**src/peak_pkg.sv**
```systemverilog
/*
  Shared sizes, vector types and the controller state encoding for the
  four-channel peak capture block. Modules import it inside their body and
  use scoped names in their port lists.
*/

package peak_pkg;

  //////////////////////////////////////////////////////////////////////
  // sizes
  //////////////////////////////////////////////////////////////////////

  localparam int num_chan     = 4;
  localparam int chan_w       = 16;
  localparam int burst_len    = 16;
  localparam int win_len      = 8;
  localparam int thresh_shift = 3;
  localparam int idx_w        = 4;
  localparam int sum_w        = chan_w + 3;

  //////////////////////////////////////////////////////////////////////
  // vector types
  //////////////////////////////////////////////////////////////////////

  typedef logic signed [chan_w-1:0] chan_t;
  // unsigned magnitude that saturates at mag_max
  typedef logic [chan_w-1:0] mag_t;
  typedef logic [sum_w-1:0] sum_t;
  typedef logic [idx_w-1:0] idx_t;

  // one input word with ch0 in the low bits
  typedef struct packed {
    chan_t ch3;
    chan_t ch2;
    chan_t ch1;
    chan_t ch0;
  } sample_t;

  typedef enum logic {
    st_idle,
    st_replay
  } ctrl_state_t;

  // magnitude limits
  localparam chan_t chan_min = {1'b1, {(chan_w-1){1'b0}}};
  localparam mag_t  mag_max  = {1'b0, {(chan_w-1){1'b1}}};

endpackage

```
**src/peak_window.sv**
```systemverilog
/*
  Per-channel peak detector. Takes the saturated magnitude of each accepted
  sample, keeps a short magnitude history and an eight-beat running sum, and
  raises peak for one cycle when the delayed magnitude beats the threshold.
*/

`timescale 1ns/1ps

module peak_window (
  input  logic            clk,
  input  logic            rst,
  input  logic            beat,
  input  peak_pkg::chan_t sample,
  output logic            peak
);

  import peak_pkg::*;

  mag_t mag;
  mag_t hist [burst_len];
  sum_t sum_q;
  sum_t sum_next;
  sum_t thresh;
  logic rule;

  // magnitude with saturation of the most negative value
  always_comb begin
    if (sample == chan_min) begin
      mag = mag_max;
    end else if (sample[chan_w-1]) begin
      mag = mag_t'(-sample);
    end else begin
      mag = mag_t'(sample);
    end
  end

  //////////////////////////////////////////////////////////////////////
  // window sum and threshold
  //////////////////////////////////////////////////////////////////////

  // hist[win_len-1] drops out of the window on this beat, and it is
  // also the entry eight beats before the new one
  assign sum_next = sum_q + sum_t'(mag) - sum_t'(hist[win_len-1]);
  assign thresh   = (sum_next >> thresh_shift) << thresh_shift;
  assign rule     = sum_t'(hist[win_len-1]) > thresh;

  always_ff @(posedge clk) begin
    if (rst) begin
      for (int i = 0; i < burst_len; i++) begin
        hist[i] <= '0;
      end
      sum_q <= '0;
      peak  <= 1'b0;
    end else begin
      peak <= beat & rule;
      if (beat) begin
        hist[0] <= mag;
        for (int i = 1; i < burst_len; i++) begin
          hist[i] <= hist[i-1];
        end
        sum_q <= sum_next;
      end
    end
  end

endmodule

```
**src/capture_buffer.sv**
```systemverilog
/*
  History of the sixteen newest accepted raw words. Shifts on each beat so
  index 0 is always the newest word; the read port is combinational.
*/

`timescale 1ns/1ps

module capture_buffer (
  input  logic              clk,
  input  logic              rst,
  input  logic              beat,
  input  peak_pkg::sample_t din,
  input  peak_pkg::idx_t    rd_idx,
  output peak_pkg::sample_t dout
);

  import peak_pkg::*;

  sample_t mem [burst_len];

  always_ff @(posedge clk) begin
    if (rst) begin
      for (int i = 0; i < burst_len; i++) begin
        mem[i] <= '0;
      end
    end else if (beat) begin
      mem[0] <= din;
      for (int i = 1; i < burst_len; i++) begin
        mem[i] <= mem[i-1];
      end
    end
  end

  // word rd_idx beats old
  assign dout = mem[rd_idx];

endmodule

```
**src/burst_output.sv**
```systemverilog
/*
  One-word output register for the replay burst. Asks the controller for the
  next word through take whenever the register is empty or draining, and
  holds its word and last marker under back-pressure.
*/

`timescale 1ns/1ps

module burst_output (
  input  logic              clk,
  input  logic              rst,
  input  logic              replay,
  input  peak_pkg::idx_t    rd_idx,
  input  peak_pkg::sample_t rd_data,
  output logic              take,
  output logic              out_valid,
  input  logic              out_ready,
  output peak_pkg::sample_t out_data,
  output logic              out_last
);

  // register free this cycle
  assign take = replay & (~out_valid | out_ready);

  always_ff @(posedge clk) begin
    if (rst) begin
      out_valid <= 1'b0;
      out_last  <= 1'b0;
    end else if (take) begin
      out_valid <= 1'b1;
      out_last  <= (rd_idx == '0);
    end else if (out_ready) begin
      out_valid <= 1'b0;
      out_last  <= 1'b0;
    end
  end

  always_ff @(posedge clk) begin
    if (take) begin
      out_data <= rd_data;
    end
  end

  // stalled word must not change
  a_hold_stable: assert property (
    @(posedge clk) disable iff (rst)
    out_valid && !out_ready |=> $stable(out_data) && $stable(out_last)
  );

endmodule

```
**src/capture_ctrl.sv**
```systemverilog
/*
  Control FSM for the capture block. In idle it accepts input until a window
  flags a peak, then replays the buffer from index 15 down to 0, one word per
  take from the output register, and returns to idle.
*/

`timescale 1ns/1ps

module capture_ctrl (
  input  logic           clk,
  input  logic           rst,
  input  logic           peak_any,
  input  logic           take,
  input  logic           in_valid,
  output logic           in_ready,
  output logic           beat,
  output logic           replay,
  output peak_pkg::idx_t rd_idx
);

  import peak_pkg::*;

  ctrl_state_t state;

  //////////////////////////////////////////////////////////////////////
  // input handshake
  //////////////////////////////////////////////////////////////////////

  // stop taking input as soon as a flag shows up
  assign in_ready = (state == st_idle) & ~peak_any;
  assign beat     = in_valid & in_ready;
  assign replay   = (state == st_replay);

  //////////////////////////////////////////////////////////////////////
  // state and read index
  //////////////////////////////////////////////////////////////////////

  always_ff @(posedge clk) begin
    if (rst) begin
      state  <= st_idle;
      rd_idx <= '0;
    end else begin
      case (state)
        st_idle: begin
          if (peak_any) begin
            state  <= st_replay;
            rd_idx <= idx_t'(burst_len - 1);
          end
        end
        st_replay: begin
          if (take) begin
            // oldest word first and index 0 last
            if (rd_idx == '0) begin
              state <= st_idle;
            end else begin
              rd_idx <= rd_idx - 1'b1;
            end
          end
        end
        default: begin
          state <= st_idle;
        end
      endcase
    end
  end

  // input reopens the cycle after the last take
  a_ready_after_burst: assert property (
    @(posedge clk) disable iff (rst)
    state == st_replay && take && rd_idx == '0 |=> in_ready
  );

  // output stage only pulls words during replay
  a_take_in_replay: assert property (
    @(posedge clk) disable iff (rst)
    take |-> state == st_replay
  );

endmodule

```
**src/peak_capture_top.sv**
```systemverilog
/*
  Four-channel peak capture top level. Accepts 64-bit sample words, runs a
  peak window per channel, and on any peak replays the sixteen newest words
  as one burst with a last marker on the newest word.
*/

`timescale 1ns/1ps

module peak_capture_top (
  input  logic              clk,
  input  logic              rst,
  input  logic              in_valid,
  output logic              in_ready,
  input  peak_pkg::sample_t in_data,
  output logic              out_valid,
  input  logic              out_ready,
  output peak_pkg::sample_t out_data,
  output logic              out_last
);

  import peak_pkg::*;

  logic [num_chan-1:0] peak_bits;
  logic                peak_any;
  logic                beat;
  logic                replay;
  logic                take;
  idx_t                rd_idx;
  sample_t             rd_data;

  //////////////////////////////////////////////////////////////////////
  // per-channel windows
  //////////////////////////////////////////////////////////////////////

  for (genvar g = 0; g < num_chan; g++) begin : g_win
    peak_window i_win (
      .clk    (clk),
      .rst    (rst),
      .beat   (beat),
      .sample (chan_t'(in_data[g*chan_w +: chan_w])),
      .peak   (peak_bits[g])
    );
  end

  assign peak_any = |peak_bits;

  //////////////////////////////////////////////////////////////////////
  // buffer, control and output stage
  //////////////////////////////////////////////////////////////////////

  capture_buffer i_buf (
    .clk    (clk),
    .rst    (rst),
    .beat   (beat),
    .din    (in_data),
    .rd_idx (rd_idx),
    .dout   (rd_data)
  );

  capture_ctrl i_ctrl (
    .clk      (clk),
    .rst      (rst),
    .peak_any (peak_any),
    .take     (take),
    .in_valid (in_valid),
    .in_ready (in_ready),
    .beat     (beat),
    .replay   (replay),
    .rd_idx   (rd_idx)
  );

  burst_output i_out (
    .clk       (clk),
    .rst       (rst),
    .replay    (replay),
    .rd_idx    (rd_idx),
    .rd_data   (rd_data),
    .take      (take),
    .out_valid (out_valid),
    .out_ready (out_ready),
    .out_data  (out_data),
    .out_last  (out_last)
  );

endmodule

```
**config.mk**
```make
export PLATFORM = sky130hd
export DESIGN_NAME = peak_capture_top
export DESIGN_NICKNAME = d
export VERILOG_FILES = /design/src/peak_pkg.sv /design/src/peak_window.sv /design/src/capture_buffer.sv /design/src/burst_output.sv /design/src/capture_ctrl.sv /design/src/peak_capture_top.sv
export SDC_FILE = /design/constraint.sdc
export NUM_CORES = 2
export LEC_CHECK = 0
export ABC_CLOCK_PERIOD_IN_PS = 24100
export BUFFER_PORTS_ARGS = -buffer_cell sky130_fd_sc_hd__buf_2
export CORE_MARGIN = 5
export CORE_UTILIZATION = 40
export DETAILED_ROUTE_END_ITERATION = 8
export SLEW_MARGIN = 20
export SYNTH_ARGS = -nofsm -noshare
export SYNTH_HDL_FRONTEND = slang
export SYNTH_HIERARCHICAL = 1
export SYNTH_SLANG_ARGS = --single-unit
export TNS_END_PERCENT = 50
```
**constraint.sdc**
```tcl
create_clock -name clk -period 24.1 [get_ports clk]
set_clock_uncertainty 0.05 [all_clocks]
set_input_delay 3.615 -clock clk [delete_from_list [all_inputs] [get_ports clk]]
set_output_delay 3.615 -clock clk [all_outputs]
set_load 0.02 [all_outputs]
```
; Yosys cells after proc, flatten, opt, wreduce, memory -nomap -nowiden
; Memories as Yosys holds them, arrays and structs flattened. A register that Yosys moved wholly into a read port is not among the register bits.
; Index checks and enable logic that the tools add are counted.
[totals]
ram_bits = 2048
regBits = 87
mem_count = 5
output_inout_bits = 67
[classes]
eq_ne = 7
n_reduce_logical = 4
magnitude_cmp = 4
n_bitwise = 91
mux = 104
n_addsub = 13
[mem_list]
columns = memory, depth, word_bits, rd, rd_clocked_by_memory_dff, write_ports, line_no
row1 = i_buf.mem, 16, 64, 16, 1, 16, capture_buffer.sv:19  ; sample_t mem [burst_len];
row2 = g_win[0].i_win.hist, 16, 16, 15, 0, 16, peak_window.sv:20  ; mag_t hist [burst_len];
row3 = g_win[1].i_win.hist, 16, 16, 15, 0, 16, peak_window.sv:20
row4 = g_win[2].i_win.hist, 16, 16, 15, 0, 16, peak_window.sv:20
row5 = g_win[3].i_win.hist, 16, 16, 15, 0, 16, peak_window.sv:20
[op_table]
columns = op, n
row1 = 2-to-1 mux 16 bit, 72
row2 = 2-to-1 mux 64 bit, 16
row3 = bitwise OR 1 bit, 81
row4 = adder 19 x 16 -> 19 bit, 4
row5 = > comparator 16 x 19 -> 1 bit, 4
row6 = subtractor 19 x 16 -> 19 bit, 4
row7 = "equality test 16 bit, second input constant", 4
row8 = negation 16 bit, 4
row9 = 2-to-1 mux 4 bit, 3
row10 = 2-to-1 mux 1 bit, 11
row11 = one-hot mux 4 bit (2 select lines), 1
row12 = AND 1 bit, 7
row13 = zero test 4 bit, 1
row14 = "!= test 2 x 1 -> 1 bit, second input constant", 2
row15 = OR reduction 4 bit, 1
row16 = "subtractor 4 x 1 -> 4 bit, second input constant", 1
row17 = NOT 1 bit, 3
row18 = AND reduction 3 bit, 1
row19 = "!= test 2 bit, second input constant", 1
row20 = one-hot mux 1 bit (2 select lines), 1
row21 = nonzero test 2 bit, 1

; Logic depth before layout (Yosys ltp)
[logic_depth]
word_depth = 8
mapped_depth = 27
mapped_depth_nobuf = 26

; Modules after synthesis
; The synthesis kept the hierarchy.
[modules_own_cells]
columns = mod, instances, area_per_inst_um2, cells_per_inst, seq_area_each_um2
row1 = capture_buffer, 1, 45030.7, 2700, 30749.5
row2 = peak_window at g_win[0].i_win ..., 3, 7324.5, 582, 4244.1
row3 = peak_window at g_win[3].i_win, 1, 7402.1, 609, 4244.1
row4 = burst_output, 1, 2015.7, 75, 1961.9
row5 = capture_ctrl, 1, 289.0, 33, 100.1
row6 = peak_capture_top, 1, 7.5, 1, 0.0

; Worst setup path after synthesis
; OpenSTA, ideal clock, no wires.
[synth_path]
path_kind = input to register
start = input rst
end = memory i_buf/mem[0][0] in the netlist's numbering, enable pin
required_time_ns = 23.072
setup_slack_ns = 6.524
setup_time_ns = 0.978
cell_stages = 4
arrival_ns = 16.547
path_cell_list = clkbuf_1 -> clkbuf_1 -> clkbuf_1 -> or2_2
[synth_rtl]
columns = item, line_no
row1 = start: declaration, peak_capture_top.sv:11  ; input logic rst,
row2 = end: declaration, capture_buffer.sv:19

; Worst setup path in the final report
[layout_path]
start = input in_data[16] in the netlist's numbering
end = register g_win[1].i_win.peak
[layout_between]
elab_chain_cells = 7
word_cells_on_any_way = 8
[layout_rtl]
columns = item, line_no
row1 = start: declaration, peak_capture_top.sv:14  ; input peak_pkg::sample_t in_data,
row2 = negation 16 bit, peak_window.sv:31  ; mag = mag_t'(-sample);
row3 = 2-to-1 mux 16 bit, peak_window.sv:30  ; end else if (sample[chan_w-1]) begin
row4 = 2-to-1 mux 16 bit *, peak_window.sv:28  ; if (sample == chan_min) begin
row5 = via g_win[1].i_win.mag[1], peak_window.sv:19  ; mag_t mag;
row6 = adder 19 x 16 -> 19 bit *, peak_window.sv:43  ; assign sum_next = sum_q + sum_t'(mag) - sum_t'(hist[win_len-1]);
row7 = subtractor 19 x 16 -> 19 bit *, peak_window.sv:43
row8 = > comparator 16 x 19 -> 1 bit *, peak_window.sv:45  ; assign rule = sum_t'(hist[win_len-1]) > thresh;
row9 = AND 1 bit *, peak_window.sv:55  ; peak <= beat & rule;
row10 = end signal: assignment, peak_window.sv:55
row11 = end: declaration, peak_window.sv:14  ; output logic peak
; Mark *: on every way through the listed nets, which the timed path passes. The rest lies on a longest branch.
; A chain may end at the register's enable or synchronous reset.

==> results.tsv <==
metric	value	unit
Post-CTS Setup Bufs	0	
Final setup viols	0	
met2 WL	70800	microns
Top Layer Used	met5	
core area	190000	sq um
Iteration-0 DRC Markers	3327	
Initial Util	40.3	%
Slew @ Worst Pin	1.16	ns
later-pin clock latency in the skew report	0.82	ns
Slew HR	22.6	%
die area	201000	sq um
Crit path required time	24.76	ns
Finished Layout Cells	7916	
TritonCTS buffer count	180	
Max-Cap Viols	0	
PortBufs	134	
beginning of the worst hold path	g_win[3].i_win/sum_q[12]	
RSZ-0062 raised after global routing	no	
metal3 WL	6370	microns
Crit Path Class	input port to register	
Setup TNS Final	0	ns
Final Hold Fails	0	
Cell Area, Synth	76700	sq um
Worst R2R Path Depth	7	
DRC Markers	0	
WHS Endpoint	g_win[3].i_win/sum_q[12]	
first-pass GRT wire length	243000	microns
Sw Ratio	31.2	%
syn avg cell area	14.9	sq um
LEAKAGE	32.3	nW
Num Clock Sinks	1687	
CP max FO	26	
die width	448	microns
final worst-path cycle share	37.6	%
clock power share	26.9	%
Yosys cell types	80	
vias in the first global route	40600	
layout cell share with drive strength beyond 1	14.1	%
crit path capture type	register	
Final Critical Period	9.05	ns
EDFF count, synth	1600	
grt ovf	0	
fin nets	5501	
initial antenna violation count	32	
vias per inst	5.16	
synthesis-to-layout area growth	12.0	%
I/O pin count	135	
most frequent cells in the layout	1600 x edfxtp_1, 1099 x and2_1, 413 x nor2b_1	
Comb power frac	29.8	%
gpl congestion	0.859	
Post-CTS Hold Fix Bufs	0	
synth warn	6	
Internal	7.15	mW
Min Hold Slack	0.442	ns
FF-to-FF End	i_buf/mem[11][4]	
post-DR wirelength/cell	19.7	microns
Main synth FF type	edfxtp_1	
H-tree levels	4	
Worst Hold Class	register to register	
#FFs+latches synth	1687	
Total Wirelength	156000	microns
Post-DRT Antenna Nets	0	
part of the power in registers	43.4	%
post-CTS sizing	0	
Slew Limit Fails	0	
vias	40900	
reg2reg start	g_win[1].i_win/peak	
Tot GR Track Use	15.4	%
Pre-antenna DRT Iters	7	
worst endpoint data arrival time	9.72	ns
metal1 wirelength	74300	microns
Power per Cell Area	121	nW/um^2
outcome	finished, final reports clean	
Synth async-reset ratio	0	%
crit path launch type	input port	
r2r setup slk	18.45	ns
sequential element share of the synthesized area	64.9	%
commonest non-fill, non-tap cell in the layout	edfxtp_1	
Max Clk Rate	0.110	GHz
CTS clk-pin slew, worst paths	0.06	ns
Sw Pwr	3.25	mW
Cells after Synth	5164	
Worst Hold Depth	2	
syn_nets	5426	
Clock Path Buffers	3	
Root Driver	clkbuf_16	
die height	448	microns
Core Rows	160	
Placed Cells	7568	
worst vdd ir	0.0000680	V
DPL Wire Length	92800	microns
largest net degree at the start of global routing	244	
CTS tree	done	
-- power by group through the flow --
stage / logic, mW / clock network, mW / registers (mW)
after floorplan: 2.38 / 0 / 4.60
after global placement: 3.07 / 0 / 4.55
after detailed placement: 3.11 / 0 / 4.56
after CTS: 3.13 / 2.88 / 4.52
after global routing: 3.43 / 3.00 / 4.60
final: 3.09 / 2.79 / 4.51
-- how the worst max path moves through the flow --
stage	startpoint	endpoint	cells after the start
floorplan	rst	i_buf/mem[0][0]	4
global placement	in_data[16]	g_win[1].i_win/peak	27
detailed placement	in_data[16]	g_win[1].i_win/peak	27
global route	in_data[16]	g_win[1].i_win/peak	27
CTS	in_data[16]	g_win[1].i_win/peak	27
finish	in_data[16]	g_win[1].i_win/peak	27
-- cells in the mapped netlist, types with 14 or more instances --
cell      number  area, sq um
dfxtp_1       87         1740
buf_1         18         67.6
nand2_1      194          728
nand2b_1      22          138
clkbuf_1     228          856
o21a_1        16          120
edfxtp_1    1600        48000
a22oi_1      128          961
o21ai_0       48          240
mux2i_1       44          440
fa_1          64         1280
xor2_1        73          639
a21oi_1      132          661
nor2_1        80          300
xnor2_1       32          280
buf_4         20          150
mux4_2       256         5770
buf_2         14         70.1
ha_1         130         1630
nand3_1       26          130
nor3_1        20          100
o211ai_1      18          135
a21o_1        30          225
a211o_1       14          123
and2_1      1101         6890
a211oi_1      18          135
inv_1        144          541
nor2b_1      420         2630
-- registers in the layout, summed over array words and instances (netlist names) --
signal	cells
i_out/out_last	1
g_win.i_win/hist	512
i_out/out_data	64
i_buf/mem	1024
i_ctrl/rd_idx	4
i_out/out_valid	1
i_ctrl/replay	1
g_win.i_win/sum_q	76
g_win.i_win/peak	4
-- worst max-delay path, cell delays in order --
cell and delay, ns:
buf_2 0.12, inv_1 0.21, ha_1 0.21, nor2b_1 0.20, nand2_1 0.29, or4_1 0.54
or3_4 0.37, inv_2 0.07, nand2_2 0.31, nand2_1 0.20, fa_1 0.46, ha_1 0.31
a211o_1 0.26, o211ai_1 0.14, nand2b_1 0.09, a21oi_1 0.23, o21bai_1 0.09, a21oi_1 0.17
xor2_1 0.24, ha_1 0.28, nand4_1 0.12, o21ai_0 0.11, o211ai_1 0.18, a21oi_1 0.09
a211o_1 0.29, a221oi_2 0.26, and4bb_1 0.23
-- stage by stage --
stage          util (%)  power (mW)  setup WS, ns  area (sq um)
2_1_floorplan         -        6.99          6.52         76700
3_3_place_gp       41.9        7.61         14.21         79800
3_5_place_dp       41.9        7.67         14.22         79800
4_1_cts            45.1        10.5         15.11         85800
5_1_grt            45.1        11.0         14.77         85900
6_report           45.1        10.4         15.05         85900
-- routing by layer --
layer  GRT usage (%)  vias to the layer above
met5               0                        -
met4            5.19                        2
met3            2.63                      244
met2            23.4                      719
met1            22.4                    20900
li1                -                    19000
-- cell type report --
class / instances / area, sq um
diodes: 17 / 42.5
clock buffers: 235 / 4920
clock inverters: 96 / 1090
fillers: 16700 / 104000
inverters: 147 / 562
multi-input cells: 3044 / 25200
flip-flops and latches: 1687 / 49800
well taps: 2511 / 3140
repair buffers: 179 / 1100
-- cells by family (layout without fill, tap and decap cells) --
group                    after synthesis  in the layout  synth area share, %
AO/OA/AOI/OAI                        483            483                 4.36
XOR/XNOR                             108            108                 1.29
adder cells (fa/ha/maj)              197            197                 3.83
buffers and inverters                433            657                 2.30
flip-flops                          1687           1687                 64.9
multiplexers                         308            308                 8.21
other                                  0             17                    0
AND/OR/NAND/NOR                     1948           1948                 15.1
No activity file was read; power rests on OpenSTA's default activity.
